$ cat config.mk
export PLATFORM = sky130hd
export DESIGN_NAME = rv5_core
export DESIGN_NICKNAME = d
export VERILOG_FILES = /design/src/rv5_pkg.sv /design/src/decode_stage.sv /design/src/execute_stage.sv /design/src/fetch_stage.sv /design/src/hazard_unit.sv /design/src/reg_file.sv /design/src/retire_pipe.sv /design/src/rv5_core.sv
export VERILOG_INCLUDE_DIRS = /design/src /design/src/src
export SDC_FILE = /design/constraint.sdc
export NUM_CORES = 2
export LEC_CHECK = 0
export BUFFER_PORTS_ARGS = -buffer_cell sky130_fd_sc_hd__buf_2
export CAP_MARGIN = 30
export CELL_PAD_IN_SITES_DETAIL_PLACEMENT = 0
export CELL_PAD_IN_SITES_GLOBAL_PLACEMENT = 1
export CORE_MARGIN = 2
export CORE_UTILIZATION = 54
export CTS_CLUSTER_SIZE = 24
export DETAILED_ROUTE_END_ITERATION = 10
export HOLD_SLACK_MARGIN = 0.08
export PLACE_DENSITY_LB_ADDON = 0.1
export SETUP_SLACK_MARGIN = 0.1
export SYNTH_ARGS = -nofsm -noshare
export SYNTH_HDL_FRONTEND = slang
export SYNTH_HIERARCHICAL = 1
export SYNTH_SLANG_ARGS = --single-unit
$ cat constraint.sdc
create_clock -name clk -period 4.3 [get_ports clk]
set_input_delay 0.43 -clock clk [delete_from_list [all_inputs] [get_ports clk]]
set_output_delay 0.43 -clock clk [all_outputs]
set_load 0.05 [all_outputs]
$ cat src/rv5_cfg.svh
// reset vector, register count and bubble encoding, included by the rv5 RTL that needs them
`ifndef RV5_CFG_SVH
`define RV5_CFG_SVH

// address of the first fetch after reset
`define RV5_RESET_PC 32'h0000_0000

// architectural integer registers, x0 included
`define RV5_NUM_REGS 32

// addi x0, x0, 0
// a slot holding exactly this word is treated as a bubble
`define RV5_NOP 32'h0000_0013

`endif

$ cat src/rv5_pkg.sv
// shared types of the rv5 pipeline, imported by each stage that passes records or decodes words
`default_nettype none

package rv5_pkg;

    // register-register layout
    typedef struct packed {
        logic [6:0] funct7;
        logic [4:0] rs2;
        logic [4:0] rs1;
        logic [2:0] funct3;
        logic [4:0] rd;
        logic [6:0] opcode;
    } instr_r_s;

    // immediate layout, also the source of the B and J bit scatter
    typedef struct packed {
        logic [11:0] imm;
        logic [4:0]  rs1;
        logic [2:0]  funct3;
        logic [4:0]  rd;
        logic [6:0]  opcode;
    } instr_i_s;

    typedef union packed {
        instr_r_s r_fmt;
        instr_i_s i_fmt;
    } instr_u;

    typedef enum logic [2:0] {
        ALU_ADD,
        ALU_SUB,
        ALU_AND,
        ALU_OR,
        ALU_XOR,
        ALU_PASS_B
    } alu_op_e;

    typedef enum logic [1:0] {
        BR_NONE,
        BR_EQ,
        BR_NE,
        BR_JAL
    } br_kind_e;

    // decode to execute record
    typedef struct packed {
        logic        valid;
        logic [31:0] pc;
        logic [31:0] op_a;
        logic [31:0] op_b;
        logic [31:0] rs2_val;
        alu_op_e     alu_op;
        br_kind_e    br_kind;
        logic [4:0]  rd;
        logic        we;
    } dec_exe_s;

    // result record from execute through writeback, also the retire port
    typedef struct packed {
        logic        valid;
        logic [4:0]  rd;
        logic        we;
        logic [31:0] result;
    } wb_rec_s;

    // destination a stage reports to the hazard unit, we already qualified by valid
    typedef struct packed {
        logic [4:0] rd;
        logic       we;
    } fwd_dst_s;

endpackage

`default_nettype wire
$ cat src/decode_stage.sv
// instruction decode of the rv5 pipeline, producing the record that execute consumes
`default_nettype none

`include "rv5_cfg.svh"

module decode_stage import rv5_pkg::*; (
    input  logic        clk,
    input  logic        rst_n,
    input  instr_u      if_instr,
    input  logic [31:0] if_pc,
    input  logic [31:0] rs1_data,
    input  logic [31:0] rs2_data,
    input  logic        dec_kill,
    output dec_exe_s    dec_exe,
    output fwd_dst_s    dec_dst
);

    localparam logic [6:0] OPC_OP     = 7'b0110011;
    localparam logic [6:0] OPC_OP_IMM = 7'b0010011;
    localparam logic [6:0] OPC_LUI    = 7'b0110111;
    localparam logic [6:0] OPC_BRANCH = 7'b1100011;
    localparam logic [6:0] OPC_JAL    = 7'b1101111;

    logic [31:0] imm_i;
    logic [31:0] imm_u;
    logic [31:0] imm_b;
    logic [31:0] imm_j;
    logic        supported;
    logic        writes_rd;
    dec_exe_s    dec_d;

    // immediates rebuilt from the i_fmt view
    assign imm_i = {{20{if_instr.i_fmt.imm[11]}}, if_instr.i_fmt.imm};
    assign imm_u = {if_instr.i_fmt.imm, if_instr.i_fmt.rs1, if_instr.i_fmt.funct3, 12'd0};
    assign imm_b = {{20{if_instr.i_fmt.imm[11]}}, if_instr.i_fmt.rd[0],
                    if_instr.i_fmt.imm[10:5], if_instr.i_fmt.rd[4:1], 1'b0};
    assign imm_j = {{12{if_instr.i_fmt.imm[11]}}, if_instr.i_fmt.rs1, if_instr.i_fmt.funct3,
                    if_instr.i_fmt.imm[0], if_instr.i_fmt.imm[10:1], 1'b0};

    always_comb begin
        dec_d         = '0;
        dec_d.pc      = if_pc;
        dec_d.op_a    = rs1_data;
        dec_d.op_b    = rs2_data;
        dec_d.rs2_val = rs2_data;
        dec_d.alu_op  = ALU_ADD;
        dec_d.br_kind = BR_NONE;
        dec_d.rd      = if_instr.r_fmt.rd;
        supported     = 1'b1;
        writes_rd     = 1'b0;
        case (if_instr.r_fmt.opcode)
            OPC_OP: begin
                writes_rd = 1'b1;
                // only bit 5 of funct7 is legal, it selects sub
                if ((if_instr.r_fmt.funct7 & 7'b1011111) != 7'd0) begin
                    supported = 1'b0;
                end
                case (if_instr.r_fmt.funct3)
                    3'b000:  dec_d.alu_op = if_instr.r_fmt.funct7[5] ? ALU_SUB : ALU_ADD;
                    3'b100:  dec_d.alu_op = ALU_XOR;
                    3'b110:  dec_d.alu_op = ALU_OR;
                    3'b111:  dec_d.alu_op = ALU_AND;
                    default: supported = 1'b0;
                endcase
            end
            OPC_OP_IMM: begin
                writes_rd  = 1'b1;
                dec_d.op_b = imm_i;
                supported  = (if_instr.i_fmt.funct3 == 3'b000);
            end
            OPC_LUI: begin
                writes_rd    = 1'b1;
                dec_d.op_b   = imm_u;
                dec_d.alu_op = ALU_PASS_B;
            end
            OPC_BRANCH: begin
                dec_d.op_b = imm_b;
                case (if_instr.i_fmt.funct3)
                    3'b000:  dec_d.br_kind = BR_EQ;
                    3'b001:  dec_d.br_kind = BR_NE;
                    default: supported = 1'b0;
                endcase
            end
            OPC_JAL: begin
                writes_rd     = 1'b1;
                dec_d.op_b    = imm_j;
                dec_d.br_kind = BR_JAL;
            end
            default: supported = 1'b0;
        endcase
        dec_d.we    = writes_rd && (dec_d.rd != 5'd0);
        dec_d.valid = supported && (if_instr != `RV5_NOP);
    end

    assign dec_dst.rd = dec_d.rd;
    assign dec_dst.we = dec_d.valid && dec_d.we;

    always_ff @(posedge clk) begin
        dec_exe <= dec_d;
        if (!rst_n || dec_kill) begin
            dec_exe.valid <= 1'b0;
        end
    end

endmodule

`default_nettype wire

$ cat src/execute_stage.sv
// ALU and branch resolution of the rv5 pipeline, registering the memory stage record
`default_nettype none

module execute_stage import rv5_pkg::*; (
    input  logic        clk,
    input  logic        rst_n,
    input  dec_exe_s    dec_exe,
    output logic        branch_taken,
    output logic [31:0] branch_target,
    output fwd_dst_s    exe_dst,
    output wb_rec_s     exe_res
);

    logic [31:0] alu_res;
    logic        operands_eq;
    wb_rec_s     exe_d;

    always_comb begin
        case (dec_exe.alu_op)
            ALU_ADD:    alu_res = dec_exe.op_a + dec_exe.op_b;
            ALU_SUB:    alu_res = dec_exe.op_a - dec_exe.op_b;
            ALU_AND:    alu_res = dec_exe.op_a & dec_exe.op_b;
            ALU_OR:     alu_res = dec_exe.op_a | dec_exe.op_b;
            ALU_XOR:    alu_res = dec_exe.op_a ^ dec_exe.op_b;
            ALU_PASS_B: alu_res = dec_exe.op_b;
            default:    alu_res = dec_exe.op_a + dec_exe.op_b;
        endcase
    end

    // branch compare uses rs2 directly, op_b holds the offset
    assign operands_eq = (dec_exe.op_a == dec_exe.rs2_val);

    always_comb begin
        case (dec_exe.br_kind)
            BR_EQ:   branch_taken = dec_exe.valid && operands_eq;
            BR_NE:   branch_taken = dec_exe.valid && !operands_eq;
            BR_JAL:  branch_taken = dec_exe.valid;
            default: branch_taken = 1'b0;
        endcase
    end

    assign branch_target = dec_exe.pc + dec_exe.op_b;

    assign exe_dst.rd = dec_exe.rd;
    assign exe_dst.we = dec_exe.valid && dec_exe.we;

    // the branch record itself moves on, only jal carries a write
    always_comb begin
        exe_d.valid  = dec_exe.valid;
        exe_d.rd     = dec_exe.rd;
        exe_d.we     = dec_exe.we;
        exe_d.result = (dec_exe.br_kind == BR_JAL) ? (dec_exe.pc + 32'd4) : alu_res;
    end

    // execute-to-memory register
    always_ff @(posedge clk) begin
        exe_res <= exe_d;
        if (!rst_n) begin
            exe_res.valid <= 1'b0;
        end
    end

endmodule

`default_nettype wire

$ cat src/fetch_stage.sv
// program counter and fetch-to-decode register of the rv5 pipeline, driving the imem address
`default_nettype none

`include "rv5_cfg.svh"

module fetch_stage import rv5_pkg::*; (
    input  logic        clk,
    input  logic        rst_n,
    input  logic        pc_write_en,
    input  logic        if_kill,
    input  logic        branch_taken,
    input  logic [31:0] branch_target,
    output logic [31:0] imem_addr,
    input  logic [31:0] imem_data,
    output logic [4:0]  if_rs1,
    output logic [4:0]  if_rs2,
    output instr_u      if_instr,
    output logic [31:0] if_pc
);

    logic [31:0] pc;
    instr_u      fetch_word;

    // imem answers in the same cycle
    assign imem_addr  = pc;
    assign fetch_word = imem_data;

    // source fields go straight to the register file and hazard unit
    assign if_rs1 = fetch_word.r_fmt.rs1;
    assign if_rs2 = fetch_word.r_fmt.rs2;

    always_ff @(posedge clk) begin
        if (!rst_n) begin
            pc <= `RV5_RESET_PC;
        end else if (branch_taken) begin
            pc <= branch_target;
        end else if (pc_write_en) begin
            pc <= pc + 32'd4;
        end
    end

    // a killed slot becomes a nop, which decode reads as invalid
    always_ff @(posedge clk) begin
        if_pc <= pc;
        if (!rst_n || if_kill) begin
            if_instr <= `RV5_NOP;
        end else begin
            if_instr <= fetch_word;
        end
    end

endmodule

`default_nettype wire

$ cat src/hazard_unit.sv
// stall and flush control of the rv5 pipeline, fed with the destination of every later stage
`default_nettype none

module hazard_unit import rv5_pkg::*; (
    input  logic [4:0] if_rs1,
    input  logic [4:0] if_rs2,
    input  fwd_dst_s   dec_dst,
    input  fwd_dst_s   exe_dst,
    input  fwd_dst_s   mem_dst,
    input  fwd_dst_s   wb_dst,
    input  logic       branch_taken,
    output logic       pc_write_en,
    output logic       if_kill,
    output logic       dec_kill
);

    logic [3:0] dst_match;
    logic       raw_stall;

    // x0 never carries a dependence
    function automatic logic dst_hit(input fwd_dst_s dst, input logic [4:0] rs_a,
                                     input logic [4:0] rs_b);
        return dst.we && (dst.rd != 5'd0) && ((dst.rd == rs_a) || (dst.rd == rs_b));
    endfunction

    // no forwarding, so any pending writer up to writeback holds the fetch
    assign dst_match[0] = dst_hit(dec_dst, if_rs1, if_rs2);
    assign dst_match[1] = dst_hit(exe_dst, if_rs1, if_rs2);
    assign dst_match[2] = dst_hit(mem_dst, if_rs1, if_rs2);
    assign dst_match[3] = dst_hit(wb_dst, if_rs1, if_rs2);
    assign raw_stall    = |dst_match;

    always_comb begin
        if (branch_taken) begin
            // redirect, drop both younger instructions
            pc_write_en = 1'b1;
            if_kill     = 1'b1;
            dec_kill    = 1'b1;
        end else if (raw_stall) begin
            // hold pc, feed a bubble into decode
            pc_write_en = 1'b0;
            if_kill     = 1'b1;
            dec_kill    = 1'b0;
        end else begin
            pc_write_en = 1'b1;
            if_kill     = 1'b0;
            dec_kill    = 1'b0;
        end
    end

endmodule

`default_nettype wire

$ cat src/reg_file.sv
// integer register file of the rv5 pipeline, read from fetch and written from writeback
`default_nettype none

`include "rv5_cfg.svh"

module reg_file (
    input  logic        clk,
    input  logic        rst_n,
    input  logic [4:0]  if_rs1,
    input  logic [4:0]  if_rs2,
    output logic [31:0] rs1_data,
    output logic [31:0] rs2_data,
    input  logic        wr_en,
    input  logic [4:0]  wr_addr,
    input  logic [31:0] wr_data
);

    logic [31:0] regs [`RV5_NUM_REGS];

    always_ff @(posedge clk) begin
        if (wr_en) begin
            regs[wr_addr] <= wr_data;
        end
    end

    // read data lands in decode at the same edge as the instruction
    // no write-through, the hazard unit waits until writeback is done
    always_ff @(posedge clk) begin
        if (!rst_n) begin
            rs1_data <= 32'd0;
            rs2_data <= 32'd0;
        end else begin
            rs1_data <= (if_rs1 == 5'd0) ? 32'd0 : regs[if_rs1];
            rs2_data <= (if_rs2 == 5'd0) ? 32'd0 : regs[if_rs2];
        end
    end

    // retire strobe must already exclude x0
    assert property (@(posedge clk) disable iff (!rst_n) wr_en |-> (wr_addr != 5'd0))
        else $error("reg_file: write strobe addressed to x0");

endmodule

`default_nettype wire

$ cat src/retire_pipe.sv
// memory and writeback stages of the rv5 pipeline, producing the register write and retire record
`default_nettype none

module retire_pipe import rv5_pkg::*; (
    input  logic        clk,
    input  logic        rst_n,
    input  wb_rec_s     exe_res,
    output fwd_dst_s    mem_dst,
    output fwd_dst_s    wb_dst,
    output logic        rf_wr_en,
    output logic [4:0]  rf_wr_addr,
    output logic [31:0] rf_wr_data,
    output wb_rec_s     retire
);

    wb_rec_s wb_q;

    // memory stage has no data access, its record arrives registered from execute
    assign mem_dst.rd = exe_res.rd;
    assign mem_dst.we = exe_res.valid && exe_res.we;

    // memory-to-writeback register
    always_ff @(posedge clk) begin
        wb_q <= exe_res;
        if (!rst_n) begin
            wb_q.valid <= 1'b0;
        end
    end

    assign wb_dst.rd = wb_q.rd;
    assign wb_dst.we = wb_q.valid && wb_q.we;

    // x0 is filtered here so the file never sees it
    assign rf_wr_en   = wb_q.valid && wb_q.we && (wb_q.rd != 5'd0);
    assign rf_wr_addr = wb_q.rd;
    assign rf_wr_data = wb_q.result;

    assign retire = wb_q;

endmodule

`default_nettype wire

$ cat src/rv5_core.sv
// top of the rv5 five-stage core, connecting stages, hazard unit and register file
`default_nettype none

module rv5_core import rv5_pkg::*; (
    input  logic        clk,
    input  logic        rst_n,
    output logic [31:0] imem_addr,
    input  logic [31:0] imem_data,
    output wb_rec_s     retire
);

    logic        pc_write_en;
    logic        if_kill;
    logic        dec_kill;
    logic        branch_taken;
    logic [31:0] branch_target;
    logic [4:0]  if_rs1;
    logic [4:0]  if_rs2;
    instr_u      if_instr;
    logic [31:0] if_pc;
    logic [31:0] rs1_data;
    logic [31:0] rs2_data;
    dec_exe_s    dec_exe;
    fwd_dst_s    dec_dst;
    fwd_dst_s    exe_dst;
    fwd_dst_s    mem_dst;
    fwd_dst_s    wb_dst;
    wb_rec_s     exe_res;
    logic        rf_wr_en;
    logic [4:0]  rf_wr_addr;
    logic [31:0] rf_wr_data;

    hazard_unit u_hazard (
        .if_rs1       (if_rs1),
        .if_rs2       (if_rs2),
        .dec_dst      (dec_dst),
        .exe_dst      (exe_dst),
        .mem_dst      (mem_dst),
        .wb_dst       (wb_dst),
        .branch_taken (branch_taken),
        .pc_write_en  (pc_write_en),
        .if_kill      (if_kill),
        .dec_kill     (dec_kill)
    );

    fetch_stage u_fetch (
        .clk           (clk),
        .rst_n         (rst_n),
        .pc_write_en   (pc_write_en),
        .if_kill       (if_kill),
        .branch_taken  (branch_taken),
        .branch_target (branch_target),
        .imem_addr     (imem_addr),
        .imem_data     (imem_data),
        .if_rs1        (if_rs1),
        .if_rs2        (if_rs2),
        .if_instr      (if_instr),
        .if_pc         (if_pc)
    );

    reg_file u_regs (
        .clk      (clk),
        .rst_n    (rst_n),
        .if_rs1   (if_rs1),
        .if_rs2   (if_rs2),
        .rs1_data (rs1_data),
        .rs2_data (rs2_data),
        .wr_en    (rf_wr_en),
        .wr_addr  (rf_wr_addr),
        .wr_data  (rf_wr_data)
    );

    decode_stage u_decode (
        .clk      (clk),
        .rst_n    (rst_n),
        .if_instr (if_instr),
        .if_pc    (if_pc),
        .rs1_data (rs1_data),
        .rs2_data (rs2_data),
        .dec_kill (dec_kill),
        .dec_exe  (dec_exe),
        .dec_dst  (dec_dst)
    );

    execute_stage u_execute (
        .clk           (clk),
        .rst_n         (rst_n),
        .dec_exe       (dec_exe),
        .branch_taken  (branch_taken),
        .branch_target (branch_target),
        .exe_dst       (exe_dst),
        .exe_res       (exe_res)
    );

    retire_pipe u_retire (
        .clk        (clk),
        .rst_n      (rst_n),
        .exe_res    (exe_res),
        .mem_dst    (mem_dst),
        .wb_dst     (wb_dst),
        .rf_wr_en   (rf_wr_en),
        .rf_wr_addr (rf_wr_addr),
        .rf_wr_data (rf_wr_data),
        .retire     (retire)
    );

endmodule

`default_nettype wire

# After elaboration in Yosys (flattened, before gate mapping)
# Memories as Yosys holds them, arrays and structs flattened. A register that Yosys moved wholly into a read port is not among the register bits.
# Cells that the tools add are included.
[word_totals]
n_memories = 1
register_bits = 314
ram_bits = 1024
latch_bits = 0
romBits = 0
[classes]
n_reduce_logical = 40
mux = 23
addsub = 5
n_div = 0
n_mul = 0
n_eq_ne = 27
n_shift = 0
magnitude_cmp = 0
bitwise_logic = 4
[memory_table]
columns = ["name", "words", "word_bits", "rd", "rd_clocked_by_memory_dff", "write_ports", "line_no", "source"]
rows = [
  ["u_regs.regs", 32, 32, 2, 2, 1, "reg_file.sv:18", "logic [31:0] regs [`RV5_NUM_REGS];"],
]
[op_table]
columns = ["operator", "count"]
rows = [
  ["32-bit case mux with 5 select lines", 1],
  ["32-bit case mux with 4 select lines", 1],
  ["32-bit 2-to-1 mux", 3],
  ["32-bit by 3-bit adder with 32-bit output (second input constant)", 2],
  ["32-bit adder", 2],
  ["5-bit equality test", 8],
  ["32-bit bitwise AND", 1],
  ["32-bit equality test", 1],
  ["32-bit by 5-bit != test with 1-bit output (second input constant)", 1],
  ["32-bit bitwise OR", 1],
  ["32-bit subtractor", 1],
  ["32-bit XOR", 1],
  ["5-bit nonzero test", 4],
  ["1-bit logical AND", 16],
  ["3-bit equality test (second input constant)", 5],
  ["7-bit by 6-bit equality test with 1-bit output (second input constant)", 2],
  ["7-bit equality test (second input constant)", 2],
  ["1-bit 2-to-1 mux", 12],
  ["3-bit case mux with 4 select lines", 1],
  ["4-bit OR reduction", 3],
  ["5-bit logical NOT", 2],
  ["2-bit case mux with 2 select lines", 2],
  ["2-bit OR reduction", 4],
  ["7-bit by 5-bit equality test with 1-bit output (second input constant)", 1],
  ["other kinds (13)", 22],
]

# Depth between registers and ports, before layout
[depth]
depth_word = 13
ltp_mapped = 18
ltp_nobuf = 18

# By module
# Netlist, hierarchy kept.
[by_module_without_submodules]
columns = ["mod", "instances", "area_per_inst_um2", "cells_each", "seq_area_each_um2"]
rows = [
  ["reg_file", 1, 48376.4, 2338, 32030.7],
  ["execute_stage", 1, 7876.3, 1051, 780.7],
  ["decode_stage", 1, 3737.3, 271, 2802.7],
  ["fetch_stage", 1, 3331.9, 323, 1921.8],
  ["retire_pipe", 1, 1167.4, 91, 780.7],
  ["hazard_unit", 1, 538.0, 70, 0.0],
]

# Worst setup path after synthesis
# Ideal clock, no wire load.
[synth_path]
path_type = "register to register"
startpoint = "reg u_decode/dec_exe[53] (netlist name)"
endpoint = "reg u_execute/exe_res[31] (netlist name)"
path_slack_ns = 0.507
stages_incl_launch_ff = 17
t_arrival_ns = 3.669
required_time_ns = 4.176
period_less_slack_ns = 3.793
n_path_buf = 0
path_cell_list = "dfxtp_1 or4_4 nor4_2 nand2_1 or4_1 o21ai_1 xnor2_1 ha_1 a21o_1 a211oi_1 nand2_1 o21ai_0 a31oi_1 a31o_2 a41oi_1 mux2i_1 nand3_1"

==> summary.json <==
{
  "htree_num_levels": 4,
  "min-delay-start": "imem_data[21]",
  "groute.layer.met2.usage": 0.5361,
  "cp_num_buf_inv": 1,
  "synth_sequential_area_ratio": 0.5892,
  "root_buffer": "sky130_fd_sc_hd__clkbuf_16",
  "multiInputGateArea_mm2": 0.02497,
  "timing.final.crit_period_ns": 4.061,
  "p_leak_nw": 25.52,
  "seqPwrFrac": 0.484,
  "tns_ns": 0,
  "cts-buffers-inserted": 150,
  "globalRoute.busiestLayer": "met2",
  "power_density_mw_per_mm2": 465.1,
  "timing.hold.ws_ns": 0.1377,
  "slew-limit-headroom": 0.3184,
  "area_fraction_in_compound_gates_after_synthesis": 0.07918,
  "grt_max_degree": 105,
  "p_sw_frac": 0.2701,
  "initial_core_utilization": 0.5435,
  "row_count": 127,
  "yosys.area_share.adder": 0.02601,
  "share_comb_of_total_power": 0.147,
  "grt_util_overall": 0.3283,
  "worstHoldPathType": "primary input to register",
  "route.detailed.vias_per_inst": 6.733,
  "holdPathStages": 2,
  "detail_route.first_pass.iterations": 6,
  "dominant_combinational_cell_family_by_area_after_synthesis": "multiplexers",
  "routed_wire_length_per_instance_um": 33.47,
  "grt_pass1_wl_um": 286500,
  "r2r-start": "u_decode/dec_exe[53]",
  "share_of_post_route_cells_with_drive_strength_above_1": 0.2482,
  "pin_count": 105,
  "worst_hold_path.endpoint": "u_fetch/if_instr[21]",
  "status": "finished, final reports clean",
  "ff2ff_setup_slack_ns": 0.24,
  "critical-path-top-delay-family": "simple AND/OR/NAND/NOR gates",
  "maxcap_violations": 0,
  "setup_slack_ns": 0.2391,
  "final_net_count": 4477,
  "netlist_instances": 4144,
  "finalMaxSlewViolations": 0,
  "worstPathCellList": "or4_4, nor4_4, nand2_2, or4_4, o21ai_2, xnor2_1, ha_1, a21o_1, a211oi_2, buf_4, a31oi_2, a31o_2, a41oi_2, mux2i_1, nand3_1",
  "fillers": 8896,
  "drt_iter0_markers": 4822,
  "dr_total_vias": 40678,
  "synth-async-reset-ratio": 0,
  "critPathLaunchType": "register",
  "yosys.area_share.simple": 0.04141,
  "hpwlAfterDp_um": 128300,
  "reg2reg_depth": 15,
  "grt_pass1_vias": 39943,
  "final_design_area_no_fill_mm2": 0.07335,
  "antenna_found_initial": 11,
  "yosysUniqueCellTypes": 94,
  "predominant_post_synthesis_flop_cell": "sky130_fd_sc_hd__edfxtp_1",
  "clock_tree.buffer_depth": 3,
  "die-area_mm2": 0.1232,
  "register_area_mm2": 0.03832,
  "crit_slowest_cell": "sky130_fd_sc_hd__or4_4",
  "internal-power_mw": 24.90,
  "route.antenna.remaining_nets": 0,
  "syn_area_per_cell_um2": 15.69,
  "arrival_time_of_data_at_the_critical_path_endpoint_ns": 4.71,
  "synth_xor_xnor_area_share": 0.02694,
  "cp-end-kind": "register",
  "synth-seq-cells": 1402,
  "critical_path_peak_fanout": 6,
  "power.net_switching_mw": 9.214,
  "port_buffers": 104,
  "gr-usage-met3": 0.05695,
  "finalSetupViolCount": 0,
  "clkPwrFrac": 0.369,
  "timing.setup.critical_path_class": "register to register",
  "worst_path_largest_cell_delay_ns": 0.58,
  "fp.dieW_um": 351.0,
  "routed_wire_length_um": 202200,
  "synth_edf_count": 1024,
  "detail_route.drc_violations": 0,
  "report.final.hold_viol_count": 0,
  "yosys_warning_count": 6,
  "crit_top_cell": "sky130_fd_sc_hd__or4_4",
  "synth.net_count": 4312,
  "cts_tree": "yes",
  "cts.sinks": 1402,
  "muxShareOfSynthArea": 0.2037,
  "placed_cell_area_mm2": 0.06810,
  "die_height_um": 351.0,
  "clock-skew-final_ns": 0.02694,
  "min_period_over_period": 0.9444,
  "finalWeightedCongestion": 1.003,
  "groute.layer.met1.usage": 0.4357,
  "achievable-frequency_ghz": 0.2463,
  "syn2layout_area_growth_pct": 12.79,
  "dpl_worst_slack_ns": 0.1055,
  "clk_slew_on_worst_s_h_paths_ns": 0.06,
  "timing.rr.end": "u_execute/exe_res[31]",
  "crit_required_ns": 4.95,
  "insertion_delay_ns": 0.79,
  "power.ir.vdd_worst_mv": 0.4426,
  "floorplan.core_area_mm2": 0.1197,
  "setup_repair_after_global_routing_missed_its_margin": "yes",
  "mappedNetlistArea_mm2": 0.06503,
  "tightest_slew_ns": 1.019,
  "globalRoute.totalOverflow": 0
}
[cells by family after synthesis]
family	after synthesis
AOI/OAI and AO/OA	717
DFF	1402
and+or+nand+nor	500
muxes	761
xor gates and xnor gates	200
adders and majority gates	134
buffers and inverters	430
[cells in the mapped netlist (all sizes together) (29+ instances only)]
library cell	count	area, um^2
inv	109	409.1
xor2	67	586.8
mux2i	304	3043
nor3	29	150.1
ha	132	1652
a211oi	62	465.5
mux4	449	10110
a21oi	128	648.1
xnor2	133	1165
o221ai	65	569.3
dfxtp	378	7567
a2111oi	32	374.1
nand2	97	364.1
o31ai	31	232.7
o21ai	88	440.4
buf	189	1276
nand3	38	190.2
a21o	36	270.3
edfxtp	1024	30750
a22oi	35	262.8
and2	50	315.3
o22ai	56	350.3
nor2	111	419.2
nand4	34	234.0
clkbuf	132	495.5
a22o	37	324.1
o22a	33	290.3
[stage by stage]
step / std cells / total power, mW / util
finish: 6042 / 34.11 / 0.6130
global route: 6040 / 35.12 / 0.6129
detailed placement: 5735 / 21.65 / 0.5692
global placement: 5728 / 21.48 / 0.5675
floorplan: 4144 / 19.68 / -
CTS: 6034 / 34.14 / 0.6113
[per-layer routing]
metal	part of all wire	wire length [um]
met5	0.000059	12
met4	0.046	9296
met3	0.085	17130
met2	0.48	97920
met1	0.39	77870
[power groups by stage]
stage | clock (mW) | combinational (mW) | sequential [mW]
finish | 12.6 | 5.02 | 16.5
global route | 13.3 | 5.33 | 16.5
CTS | 12.7 | 4.87 | 16.5
detailed placement | 0 | 4.83 | 16.8
global placement | 0 | 4.48 | 17.0
floorplan | 0 | 2.77 | 16.9
[cell usage in the layout, fill, tap and decap left out, types with 33 or more instances in the layout]
cell and count:
sky130_fd_sc_hd__nand3_1 37, sky130_fd_sc_hd__clkbuf_16 154, sky130_fd_sc_hd__o221ai_1 65, sky130_fd_sc_hd__edfxtp_1 1024, sky130_fd_sc_hd__a22oi_1 35, sky130_fd_sc_hd__o21ai_0 59
sky130_fd_sc_hd__clkbuf_1 38, sky130_fd_sc_hd__a21o_1 36, sky130_fd_sc_hd__mux4_2 449, sky130_fd_sc_hd__buf_4 169, sky130_fd_sc_hd__dfxtp_1 376, sky130_fd_sc_hd__a22o_1 37
sky130_fd_sc_hd__a211oi_1 61, sky130_fd_sc_hd__mux2i_1 304, sky130_fd_sc_hd__and2_1 46, sky130_fd_sc_hd__ha_1 129, sky130_fd_sc_hd__nand2_1 95, sky130_fd_sc_hd__buf_2 97
sky130_fd_sc_hd__nor2_1 76, sky130_fd_sc_hd__xor2_1 67, sky130_fd_sc_hd__o22ai_1 56, sky130_fd_sc_hd__xnor2_1 132, sky130_fd_sc_hd__inv_1 98, sky130_fd_sc_hd__nor2_4 33
sky130_fd_sc_hd__a21oi_1 122
[state kept, by name, summed over array words and instances (netlist names)]
name	count
u_decode/dec_exe	140
u_execute/exe_res	39
u_fetch/if_instr	32
u_fetch/if_pc	32
u_fetch/imem_addr	32
u_regs/regs	1024
u_regs/rs1_data	32
u_regs/rs2_data	32
u_retire/retire	2
u_retire/rf_wr_addr	5
u_retire/rf_wr_data	32
[worst max-delay path by stage]
stage / start / end / slack, ns / depth (start not counted)
final: u_decode/dec_exe[53] / u_execute/exe_res[31] / 0.24 / 15
after global routing: u_decode/dec_exe[48] / u_execute/exe_res[23] / 0.06 / 18
after CTS: u_decode/dec_exe[48] / u_execute/exe_res[31] / 0.12 / 18
after detailed placement: u_decode/dec_exe[53] / u_execute/exe_res[26] / 0.11 / 16
after global placement: u_decode/dec_exe[53] / u_execute/exe_res[26] / 0.10 / 16
after floorplan: u_decode/dec_exe[53] / u_execute/exe_res[31] / 0.51 / 16
[cell type report]
class	count	area share
sequential	1402	0.5225
multi-input combinational	2312	0.3405
clock buffer	205	0.05693
timing repair buffer	334	0.03908
tap	1612	0.02750
clock inverter	66	0.007898
inverter	109	0.005578
antenna	2	0.00006824
[worst reg2reg max path, cell delays in order (launching register included)]
cell,delay (ns)
sky130_fd_sc_hd__dfxtp_1,0.31
sky130_fd_sc_hd__or4_4,0.58
sky130_fd_sc_hd__nor4_4,0.30
sky130_fd_sc_hd__nand2_2,0.12
sky130_fd_sc_hd__or4_4,0.45
sky130_fd_sc_hd__o21ai_2,0.14
sky130_fd_sc_hd__xnor2_1,0.08
sky130_fd_sc_hd__ha_1,0.37
sky130_fd_sc_hd__a21o_1,0.23
sky130_fd_sc_hd__a211oi_2,0.24
sky130_fd_sc_hd__buf_4,0.16
sky130_fd_sc_hd__a31oi_2,0.13
sky130_fd_sc_hd__a31o_2,0.31
sky130_fd_sc_hd__a41oi_2,0.21
sky130_fd_sc_hd__mux2i_1,0.21
sky130_fd_sc_hd__nand3_1,0.10
[timing repair]
item                                    in CTS  in global routing
setup buffers                                0                  5
resized for setup                            1                 28
endpoints found under the hold margin       28                  0
endpoints found under the setup margin       1                 19
pin swaps                                    0                 11
hold buffers                                28                  0
(Power assumes the default switching activity.)
